### src/design/trace_mon_macros.svh
`ifndef TRACE_MON_MACROS_SVH
`define TRACE_MON_MACROS_SVH

// Number of cores that share the execution trace bus
`define TM_NUM_CORES 4

// Register file and writeback data width
`define TM_XLEN 32

// Bits needed to carry a core number on the trace bus
`define TM_CORE_BITS $clog2(`TM_NUM_CORES)

`endif

### src/design/trace_mon_pkg.sv
`include "trace_mon_macros.svh"

package trace_mon_pkg;

  // Core number as tagged on each trace beat
  typedef logic [`TM_CORE_BITS-1:0] core_id_t;

  // Architectural register index
  typedef logic [4:0] reg_idx_t;

  // Data or instruction word
  typedef logic [`TM_XLEN-1:0] word_t;

  // Immediate of "addi x0, x0, K" selects the simulation operation
  typedef enum logic [11:0] {
    SIM_EXIT = 12'd1,
    SIM_PUTC = 12'd4
  } sim_op_e;

  // addi x0, x0, 0 with the immediate field in bits 31..20 left at zero
  localparam word_t SIM_OP_BASE = 32'h0000_0013;

  // x3 carries the argument of both simulation operations
  localparam reg_idx_t SHADOW_REG = 5'd3;

endpackage

### src/design/trace_router.sv
`timescale 1ns/1ps
`include "trace_mon_macros.svh"

module trace_router #(
  parameter int unsigned NUM_CORES = `TM_NUM_CORES
) (
  input  logic                     clk,
  input  logic                     rst_i,
  input  logic                     trace_valid_i,
  input  trace_mon_pkg::core_id_t  trace_core_i,
  input  trace_mon_pkg::word_t     trace_insn_i,
  input  logic                     trace_wb_en_i,
  input  trace_mon_pkg::reg_idx_t  trace_wb_reg_i,
  input  trace_mon_pkg::word_t     trace_wb_data_i,
  output logic [NUM_CORES-1:0]     lane_valid_o,
  output trace_mon_pkg::word_t     lane_insn_o,
  output logic                     lane_wb_en_o,
  output trace_mon_pkg::reg_idx_t  lane_wb_reg_o,
  output trace_mon_pkg::word_t     lane_wb_data_o
);

  import trace_mon_pkg::*;

  logic [NUM_CORES-1:0] lane_sel;

  // One-hot steering by the core tag of the incoming beat
  always_comb begin
    for (int unsigned n = 0; n < NUM_CORES; n++) begin
      lane_sel[n] = trace_valid_i && (trace_core_i == core_id_t'(n));
    end
  end

  always_ff @(posedge clk) begin
    if (rst_i) begin
      lane_valid_o <= '0;
    end else begin
      lane_valid_o <= lane_sel;
    end
  end

  // Payload is shared by all lanes, only the valid bit is per lane
  always_ff @(posedge clk) begin
    if (trace_valid_i) begin
      lane_insn_o    <= trace_insn_i;
      lane_wb_en_o   <= trace_wb_en_i;
      lane_wb_reg_o  <= trace_wb_reg_i;
      lane_wb_data_o <= trace_wb_data_i;
    end
  end

  // Every accepted beat reaches exactly one lane on the next cycle
  a_beat_to_one_lane: assert property (@(posedge clk) disable iff (rst_i)
    trace_valid_i |=> $onehot(lane_valid_o));

endmodule

### src/design/core_trace_monitor.sv
`timescale 1ns/1ps

module core_trace_monitor (
  input  logic                     clk,
  input  logic                     rst_i,
  input  logic                     lane_valid_i,
  input  trace_mon_pkg::word_t     lane_insn_i,
  input  logic                     lane_wb_en_i,
  input  trace_mon_pkg::reg_idx_t  lane_wb_reg_i,
  input  trace_mon_pkg::word_t     lane_wb_data_i,
  input  logic                     putc_grant_i,
  output logic                     putc_pend_o,
  output logic [7:0]               putc_char_o,
  output logic                     exit_pulse_o,
  output trace_mon_pkg::word_t     exit_code_o,
  output logic                     overflow_o
);

  import trace_mon_pkg::*;

  // Full instruction words of the two simulation operations
  localparam word_t PUTC_INSN = SIM_OP_BASE | word_t'({SIM_PUTC, 20'h00000});
  localparam word_t EXIT_INSN = SIM_OP_BASE | word_t'({SIM_EXIT, 20'h00000});

  word_t shadow_x3;
  logic  exited;
  logic  beat_live;
  logic  is_putc;
  logic  is_exit;
  logic  x3_write;

  // Beats after an exit are dropped entirely
  assign beat_live = lane_valid_i && !exited;
  assign is_putc   = beat_live && (lane_insn_i == PUTC_INSN);
  assign is_exit   = beat_live && (lane_insn_i == EXIT_INSN);
  assign x3_write  = beat_live && lane_wb_en_i && (lane_wb_reg_i == SHADOW_REG);

  // Shadow of x3, updated from writebacks seen on the trace
  always_ff @(posedge clk) begin
    if (rst_i) begin
      shadow_x3 <= '0;
    end else if (x3_write) begin
      shadow_x3 <= lane_wb_data_i;
    end
  end

  // Pending character; a grant in this cycle has already taken the old byte
  always_ff @(posedge clk) begin
    if (rst_i) begin
      putc_pend_o <= 1'b0;
      overflow_o  <= 1'b0;
    end else if (is_putc) begin
      putc_pend_o <= 1'b1;
      if (putc_pend_o && !putc_grant_i) begin
        overflow_o <= 1'b1;
      end
    end else if (putc_grant_i) begin
      putc_pend_o <= 1'b0;
    end
  end

  // Decode reads x3 as it was before this beat
  always_ff @(posedge clk) begin
    if (is_putc) begin
      putc_char_o <= shadow_x3[7:0];
    end
    if (is_exit) begin
      exit_code_o <= shadow_x3;
    end
  end

  always_ff @(posedge clk) begin
    if (rst_i) begin
      exit_pulse_o <= 1'b0;
      exited       <= 1'b0;
    end else begin
      exit_pulse_o <= is_exit;
      if (is_exit) begin
        exited <= 1'b1;
      end
    end
  end

  // A core reports its exit once per run
  a_single_exit: assert property (@(posedge clk) disable iff (rst_i)
    exit_pulse_o |=> always !exit_pulse_o);

endmodule

### src/design/stdout_arbiter.sv
`timescale 1ns/1ps
`include "trace_mon_macros.svh"

module stdout_arbiter #(
  parameter int unsigned NUM_CORES = `TM_NUM_CORES
) (
  input  logic                     clk,
  input  logic                     rst_i,
  input  logic [NUM_CORES-1:0]     putc_pend_i,
  input  logic [7:0]               putc_char_i [NUM_CORES],
  output logic [NUM_CORES-1:0]     putc_grant_o,
  output logic                     char_valid_o,
  output trace_mon_pkg::core_id_t  char_core_o,
  output logic [7:0]               char_data_o
);

  import trace_mon_pkg::*;

  logic [NUM_CORES-1:0] req;
  logic                 found;
  core_id_t             sel;
  core_id_t             rr_ptr;

  // A lane whose grant is out this cycle still shows pend, skip it
  assign req = putc_pend_i & ~putc_grant_o;

  // First requester at or after the pointer
  always_comb begin
    int unsigned idx;
    found = 1'b0;
    sel   = '0;
    for (int unsigned i = 0; i < NUM_CORES; i++) begin
      idx = (rr_ptr + i) % NUM_CORES;
      if (!found && req[idx]) begin
        found = 1'b1;
        sel   = core_id_t'(idx);
      end
    end
  end

  always_ff @(posedge clk) begin
    if (rst_i) begin
      rr_ptr       <= '0;
      putc_grant_o <= '0;
      char_valid_o <= 1'b0;
    end else begin
      putc_grant_o <= '0;
      char_valid_o <= found;
      if (found) begin
        putc_grant_o[sel] <= 1'b1;
        // Winner goes to the back of the queue
        rr_ptr <= (sel == core_id_t'(NUM_CORES - 1)) ? '0 : core_id_t'(sel + 1'b1);
      end
    end
  end

  always_ff @(posedge clk) begin
    if (found) begin
      char_core_o <= sel;
      char_data_o <= putc_char_i[sel];
    end
  end

  a_grant_onehot: assert property (@(posedge clk) disable iff (rst_i)
    $onehot0(putc_grant_o));
  // Lanes keep pend up until the grant has been seen
  a_grant_to_pending: assert property (@(posedge clk) disable iff (rst_i)
    (putc_grant_o & ~putc_pend_i) == '0);

endmodule

### src/design/termination_tracker.sv
`timescale 1ns/1ps
`include "trace_mon_macros.svh"

module termination_tracker #(
  parameter int unsigned NUM_CORES = `TM_NUM_CORES
) (
  input  logic                  clk,
  input  logic                  rst_i,
  input  logic [NUM_CORES-1:0]  exit_pulse_i,
  input  trace_mon_pkg::word_t  exit_code_i [NUM_CORES],
  output logic [NUM_CORES-1:0]  core_done_o,
  output logic                  all_done_o,
  output logic                  fail_o
);

  logic [NUM_CORES-1:0] bad_exit;

  // Nonzero exit code on any exiting core counts as a failure
  always_comb begin
    for (int unsigned n = 0; n < NUM_CORES; n++) begin
      bad_exit[n] = exit_pulse_i[n] && (exit_code_i[n] != '0);
    end
  end

  always_ff @(posedge clk) begin
    if (rst_i) begin
      core_done_o <= '0;
      all_done_o  <= 1'b0;
      fail_o      <= 1'b0;
    end else begin
      core_done_o <= core_done_o | exit_pulse_i;
      // Follows the done mask by one cycle
      all_done_o  <= &core_done_o;
      if (|bad_exit) begin
        fail_o <= 1'b1;
      end
    end
  end

endmodule

### src/design/trace_mon_top.sv
`timescale 1ns/1ps
`include "trace_mon_macros.svh"

module trace_mon_top #(
  parameter int unsigned NUM_CORES = `TM_NUM_CORES
) (
  input  logic                     clk,
  input  logic                     rst_i,
  input  logic                     trace_valid_i,
  input  trace_mon_pkg::core_id_t  trace_core_i,
  input  trace_mon_pkg::word_t     trace_insn_i,
  input  logic                     trace_wb_en_i,
  input  trace_mon_pkg::reg_idx_t  trace_wb_reg_i,
  input  trace_mon_pkg::word_t     trace_wb_data_i,
  output logic                     char_valid_o,
  output trace_mon_pkg::core_id_t  char_core_o,
  output logic [7:0]               char_data_o,
  output logic [NUM_CORES-1:0]     core_done_o,
  output logic                     all_done_o,
  output logic                     fail_o,
  output logic                     overflow_o
);

  import trace_mon_pkg::*;

  logic [NUM_CORES-1:0] lane_valid;
  word_t                lane_insn;
  logic                 lane_wb_en;
  reg_idx_t             lane_wb_reg;
  word_t                lane_wb_data;

  logic [NUM_CORES-1:0] putc_pend;
  logic [7:0]           putc_char [NUM_CORES];
  logic [NUM_CORES-1:0] putc_grant;
  logic [NUM_CORES-1:0] exit_pulse;
  word_t                exit_code [NUM_CORES];
  logic [NUM_CORES-1:0] lane_overflow;

  trace_router #(
    .NUM_CORES (NUM_CORES)
  ) u_router (
    .clk             (clk),
    .rst_i           (rst_i),
    .trace_valid_i   (trace_valid_i),
    .trace_core_i    (trace_core_i),
    .trace_insn_i    (trace_insn_i),
    .trace_wb_en_i   (trace_wb_en_i),
    .trace_wb_reg_i  (trace_wb_reg_i),
    .trace_wb_data_i (trace_wb_data_i),
    .lane_valid_o    (lane_valid),
    .lane_insn_o     (lane_insn),
    .lane_wb_en_o    (lane_wb_en),
    .lane_wb_reg_o   (lane_wb_reg),
    .lane_wb_data_o  (lane_wb_data)
  );

  // One monitor per core, all fed from the shared lane payload
  for (genvar n = 0; n < NUM_CORES; n++) begin : gen_lane
    core_trace_monitor u_mon (
      .clk            (clk),
      .rst_i          (rst_i),
      .lane_valid_i   (lane_valid[n]),
      .lane_insn_i    (lane_insn),
      .lane_wb_en_i   (lane_wb_en),
      .lane_wb_reg_i  (lane_wb_reg),
      .lane_wb_data_i (lane_wb_data),
      .putc_grant_i   (putc_grant[n]),
      .putc_pend_o    (putc_pend[n]),
      .putc_char_o    (putc_char[n]),
      .exit_pulse_o   (exit_pulse[n]),
      .exit_code_o    (exit_code[n]),
      .overflow_o     (lane_overflow[n])
    );
  end

  stdout_arbiter #(
    .NUM_CORES (NUM_CORES)
  ) u_arbiter (
    .clk          (clk),
    .rst_i        (rst_i),
    .putc_pend_i  (putc_pend),
    .putc_char_i  (putc_char),
    .putc_grant_o (putc_grant),
    .char_valid_o (char_valid_o),
    .char_core_o  (char_core_o),
    .char_data_o  (char_data_o)
  );

  termination_tracker #(
    .NUM_CORES (NUM_CORES)
  ) u_tracker (
    .clk          (clk),
    .rst_i        (rst_i),
    .exit_pulse_i (exit_pulse),
    .exit_code_i  (exit_code),
    .core_done_o  (core_done_o),
    .all_done_o   (all_done_o),
    .fail_o       (fail_o)
  );

  assign overflow_o = |lane_overflow;

endmodule

### config.mk
export PLATFORM = sky130hd
export DESIGN_NAME = trace_mon_top
export DESIGN_NICKNAME = d
export VERILOG_FILES = /design/src/design/trace_mon_pkg.sv /design/src/design/trace_router.sv /design/src/design/core_trace_monitor.sv /design/src/design/stdout_arbiter.sv /design/src/design/termination_tracker.sv /design/src/design/trace_mon_top.sv
export VERILOG_INCLUDE_DIRS = /design/src /design/src/design
export SDC_FILE = /design/constraint.sdc
export NUM_CORES = 1
export LEC_CHECK = 0
export BUFFER_PORTS_ARGS = -buffer_cell sky130_fd_sc_hd__buf_4
export CORE_AREA = 2 2 216 218
export DETAILED_ROUTE_END_ITERATION = 12
export DIE_AREA = 0 0 218 220
export REMOVE_ABC_BUFFERS = 1
export SYNTH_ARGS = -nofsm -noshare
export SYNTH_HDL_FRONTEND = slang
export SYNTH_SLANG_ARGS = --single-unit
export TNS_END_PERCENT = 50
### constraint.sdc
create_clock -name clk -period 3.3 [get_ports clk]
set_clock_uncertainty 0.1 [all_clocks]
set_input_delay 0.99 -clock clk [delete_from_list [all_inputs] [get_ports clk]]
set_output_delay 0.99 -clock clk [all_outputs]
set_load 0.005 [all_outputs]
# Word level (Yosys, flattened, before mapping)
# Index checks and enable logic that the tools add are counted.
# Widths: inputs -> output; s select.
[totals]
ff_bits = 401
latch_bits = 0
ram_bits = 0
mem_bits_ro = 0
input_bits = 75
n_memories = 0
[op_classes]
addsub = 4
multipliers = 0
n_div = 0
magnitude_cmp = 7
n_eq_ne = 7
n_shift = 0
n_mux = 30
n_bitwise = 5
n_reduce_logical = 64
[ops]
columns = ["op", "n"]
rows = [
  ["$reduce_bool 32->1", 4],
  ["$logic_and 1x1->1", 36],
  ["$eq 32x21->1 const B", 1],
  ["$eq 32x23->1 const B", 1],
  ["$mux 1", 17],
  ["$bmux 8 s2", 1],
  ["$mux 8", 2],
  ["$lt 2x3->1 const B", 5],
  ["$logic_not 1->1", 11],
  ["$mux 2", 5],
  ["$bmux 1 s2", 4],
  ["$reduce_and 2->1", 4],
  ["$reduce_bool 2->1", 4],
  ["$reduce_or 4->1", 2],
  ["$eq 2x2->1 const B", 3],
  ["$eq 5x2->1 const B", 1],
  ["$add 2x1->2 const B", 2],
  ["$add 2x2->2 const B", 2],
  ["$and 4x4->4", 1],
  ["$not 4->4", 1],
  ["$or 4x4->4", 1],
  ["$reduce_and 4->1", 1],
  ["$ge 3x3->1 const B", 1],
  ["$not 2->3", 1],
  ["other kinds (6)", 6],
]

# Longest topological paths before layout
[depth]
word_depth = 18
mapped_depth = 8
depth_no_buf = 7

# Hierarchy
# From an unflattened synthesis, not the netlist that was laid out.
[unflattened]
hier_cells = 1126
area_unflattened_um2 = 14761.7
[modules_own_cells]
columns = ["module", "n_inst", "cells_each", "area_per_inst_um2", "seq_area_each_um2"]
rows = [
  ["core_trace_monitor", 4, 217, 2748.9, 1921.8],
  ["trace_router", 1, 78, 2232.1, 2182.1],
  ["stdout_arbiter", 1, 117, 1081.0, 440.4],
  ["termination_tracker", 1, 62, 445.4, 120.1],
  ["trace_mon_top", 1, 1, 7.5, 0.0],
]

# Least setup slack after synthesis
# No wires, ideal clock.
[synth_path]
kind = "reg2reg"
startpoint = "reg u_router.lane_insn_o[3]"
endpoint = "reg gen_lane[0].u_mon.exit_code_o[0] (enable)"
arrival_ps = 2629
required_time_ps = 2779
setup_slack_ps = 150
stages_incl_launch_ff = 6
n_path_buf = 0
period_less_slack_ps = 3150
path_cell_list = "edfxtp_1 nor4b_1 nand4_1 nor2_1 nand3_1 nor2_1"
[synth_via]
elab_chain_len = 2
[synth_lines]
columns = ["item", "line_no", "rtl"]
rows = [
  ["start: declaration", "trace_router.sv:16", "output trace_mon_pkg::word_t lane_insn_o,"],
  ["start signal: assignment", "trace_router.sv:44", "lane_insn_o <= trace_insn_i;"],
  ["$eq 32x21->1", "core_trace_monitor.sv:35", "assign is_exit = beat_live && (lane_insn_i == EXIT_INSN);"],
  ["$logic_and 1x1->1", "core_trace_monitor.sv:35", ""],
  ["via gen_lane[0].u_mon.is_exit", "core_trace_monitor.sv:29", "logic is_exit;"],
  ["end signal: assignment", "core_trace_monitor.sv:68", "exit_code_o <= shadow_x3;"],
  ["end: declaration", "core_trace_monitor.sv:15", "output trace_mon_pkg::word_t exit_code_o,"],
]
# The timed path passes the listed nets, and every way through them passes these cells.
# A chain may end at the register's enable or synchronous reset.

# Worst setup path in the final report
[layout_path]
startpoint = "reg u_router.lane_insn_o[3]"
endpoint = "reg gen_lane[1].u_mon.putc_char_o[4] (enable)"
[layout_via]
elab_chain_len = 2
[layout_lines]
columns = ["item", "line_no", "rtl"]
rows = [
  ["$eq 32x23->1", "core_trace_monitor.sv:34", "assign is_putc = beat_live && (lane_insn_i == PUTC_INSN);"],
  ["$logic_and 1x1->1", "core_trace_monitor.sv:34", ""],
  ["via gen_lane[1].u_mon.is_putc", "core_trace_monitor.sv:28", "logic is_putc;"],
  ["end signal: assignment", "core_trace_monitor.sv:65", "putc_char_o <= shadow_x3[7:0];"],
  ["end: declaration", "core_trace_monitor.sv:13", "output logic [7:0] putc_char_o,"],
]
# The timed path passes the listed nets, and every way through them passes these cells.

==> impl_metrics.csv <==
group,metric,value,unit
outcome,outcome,"completed",
clock_tree,clock_path_buffers,3,
layout,drive_gt1_share,16.8,%
floorplanning,fp.dieH,220,µm
sta,setup_viol,0,
run,maxCapViolations,0,
layout,diodes,0,
yosys,synth.distinct_cells,43,
routing,via_count,7907,
sta,fmax,381,MHz
floorplanning,start_util,29.5,%
yosys,synth.top_cells.by_count,"nand2_1, edfxtp_1, dfxtp_1",
floorplanning,die-area,0.0480,mm²
sta,period_needed,2.62,ns
sta,rsz0062_at_grt,"false",
global_routing,grt_pass1_wl,44100,µm
global_routing,first_global_vias,7917,
layout,area_delta_synth_final,20.4,%
clock_tree,clock_sinks,401,
worst_setup_path,cp_max_fo,8,
yosys,avgSynthCellArea,13.3,µm²
sta,setup_tns,0,ns
sta,fin_crit_sh,79.5,%
sta,hold_viol,0,
placed_design,routabilityCongestion,0.759,
clock_tree,cts_buffers,41,
clock_tree,cts.clk_slew.worst_paths,0.06,ns
clock_tree,cts_tree,"done",
routing,routed_via_density,4.46,
placed_design,dpl.hpwl,18600,µm
yosys,synth_top_area_share,53.3,%
clock_tree,cts_root_buf,"clkbuf_16",
global_routing,antenna_found_initial,0,
routing,drt_iter0_markers,601,
yosys,synth-seq-area-share,77.2,%
sta,worst_slew_pin_slew,0.697,ns
yosys,synth_top_area_cell,"edfxtp_1",
worst_setup_path,cp-end-kind,"flip-flop",
routing,drc,0,
worst_setup_path,crit_type,"flip-flop to flip-flop",
global_routing,gr-usage-all-layers,11.9,%
layout,fin_nets,1208,
floorplanning,die_x,218,µm
yosys,netlist_top_cells_area,"edfxtp_1, dfxtp_1, nand2_1",
clock_tree,cts_hold_buf,0,
clock_tree,cts_resized,0,
clock_tree,cts_max_level,2,
global_routing,grt_remaining_overflow,0,
layout,fillers,4467,
routing,wl,28200,µm
worst_setup_path,critPathLaunchType,"flip-flop",
placed_design,post-place-ws,0.606,ns
yosys,netlist_area,0.0135,mm²
clock_tree,cts_setup_buffers,0,
yosys,yosysMostFrequentCell,"nand2_1",
power_and_ir_drop,vdd_ir_drop_max,0.364,mV
worst_hold_path,worstHoldPathCells,0,
worst_hold_path,min_path_type,"flip-flop to flip-flop",
power_and_ir_drop,powerDensity,617,mW/mm²
floorplanning,coreArea,0.0459,mm²
yosys,synth_edf_count,240,
yosys,synth.yosys.warnings,0,
worst_setup_path,worstPathRequired,3.36,ns
sta,finalMaxSlewViolations,0,
routing,wl_per_cell,15.9,µm
placed_design,numPortBuffers,92,
global_routing,grt_max_degree,69,
yosys,ys.flop_type,"edfxtp_1",
worst_setup_path,reg2regPathDepth,4,
power_and_ir_drop,leakage,0.00552,µW
sta,fin_ws,0.676,ns
routing,dr.pass1.iters,6,
routing,antenna_left,0,
yosys,syn_inst,1018,
floorplanning,io_pins,93,
sta,max_slew_margin,53.1,%
yosys,async_reset_ff_share,0,%
yosys,ys_ff_latch,401,
floorplanning,rows,79,
clock_tree,clock_latency,0.53,ns
worst_setup_path,crit_arrival,2.68,ns
-- through the flow --
step                      util, %  hold slack (ns)  cell area, µm²  std cells  total power (µW)
final                        35.5            0.327           16300       1771             10000
after global routing         35.5            0.333           16300       1771             10400
after CTS                    35.5            0.328           16300       1771             10200
after detailed placement     32.6            0.312           14900       1695              5670
after global placement       32.6            0.311           14900       1695              5660
after floorplan                 -            0.308           13300        974              5510
-- critical path, cell delays in order, from the launching register on --
cell and delay [ns]:
edfxtp_1 0.36, nor4b_1 0.37, nand4_1 0.32, or4_4 0.54, nor2_1 0.56
-- final timing paths --
kind | startpoint | end | slack, ns
setup / recovery | u_router.lane_insn_o[3] | gen_lane[1].u_mon.putc_char_o[4] | 0.68
setup reg to reg | u_router.lane_insn_o[3] | gen_lane[1].u_mon.putc_char_o[4] | 0.68
hold reg to reg | gen_lane[2].u_mon.shadow_x3[12] | gen_lane[2].u_mon.exit_code_o[12] | 0.33
hold / removal | gen_lane[2].u_mon.shadow_x3[12] | gen_lane[2].u_mon.exit_code_o[12] | 0.33
-- cells by family (layout without fill, tap and decap cells) --
family	count (synthesis)	in the layout	synth area share (%)
flops	401	401	77.2
simple gates	390	390	13.3
compound gates	153	153	5.92
buf+inv	48	194	1.65
mux	24	24	1.78
fa+ha+maj	2	2	0.185
-- cells in the final DEF (no fill, tap or decap), types with 5 or more instances in the layout --
cell / synthesis / routed
clkbuf_16: 0 / 44
clkbuf_1: 29 / 11
nor2b_1: 9 / 9
nand4_1: 11 / 11
nor2_2: 4 / 8
clkinv_2: 0 / 7
buf_4: 1 / 113
mux2i_1: 24 / 24
nand2b_1: 8 / 8
edfxtp_1: 240 / 240
nor2_1: 33 / 29
nand2_1: 261 / 261
dfxtp_1: 161 / 161
clkbuf_8: 0 / 6
nor3_1: 5 / 5
a21oi_1: 138 / 138
nor4_1: 34 / 34
-- metal layers --
| metal | vias up | share of wire (%) | global-route usage (%) |
|---|---|---|---|
| met5 | - | 0 | 0 |
| met4 | 0 | 2.8 | 4.15 |
| met3 | 58 | 4.7 | 2.07 |
| met2 | 190 | 49 | 20.5 |
| met1 | 3807 | 43 | 15.1 |
| li1 | 3852 | - | - |
-- final cells by class --
cell class / count / area (µm²) / share of cell area (%)
clock buffers: 61 / 1220 / 7.53
clock inverters: 15 / 104 / 0.638
inverters: 4 / 15.0 / 0.0923
multi-input cells: 569 / 2870 / 17.6
flip-flops and latches: 401 / 10400 / 64.1
well taps: 607 / 759 / 4.67
repair buffers: 114 / 868 / 5.34
-- registers in the layout, summed over array words and instances (netlist names) --
signal                       flops
gen_lane.u_mon.exited            4
gen_lane.u_mon.exit_pulse_o      4
u_arbiter.char_valid_o           1
u_tracker.all_done_o             1
gen_lane.u_mon.putc_pend_o       4
u_router.lane_wb_en_o            1
u_arbiter.char_data_o            8
gen_lane.u_mon.shadow_x3       128
u_arbiter.putc_grant_o           4
gen_lane.u_mon.putc_char_o      32
gen_lane.u_mon.overflow_o        4
u_router.lane_wb_reg_o           5
gen_lane.u_mon.exit_code_o     128
u_router.lane_insn_o            32
u_arbiter.rr_ptr                 2
u_arbiter.char_core_o            2
u_router.lane_wb_data_o         32
u_router.lane_valid_o            4
u_tracker.core_done_o            4
u_tracker.fail_o                 1
-- where the power goes --
| part | switching, µW | total (µW) | internal, µW |
|---|---|---|---|
| combinational | 76.0 | 149 | 72.7 |
| sequential | 62.0 | 5410 | 5350 |
| clock | 1830 | 4480 | 2650 |
Power figures use the tool's default switching activity.
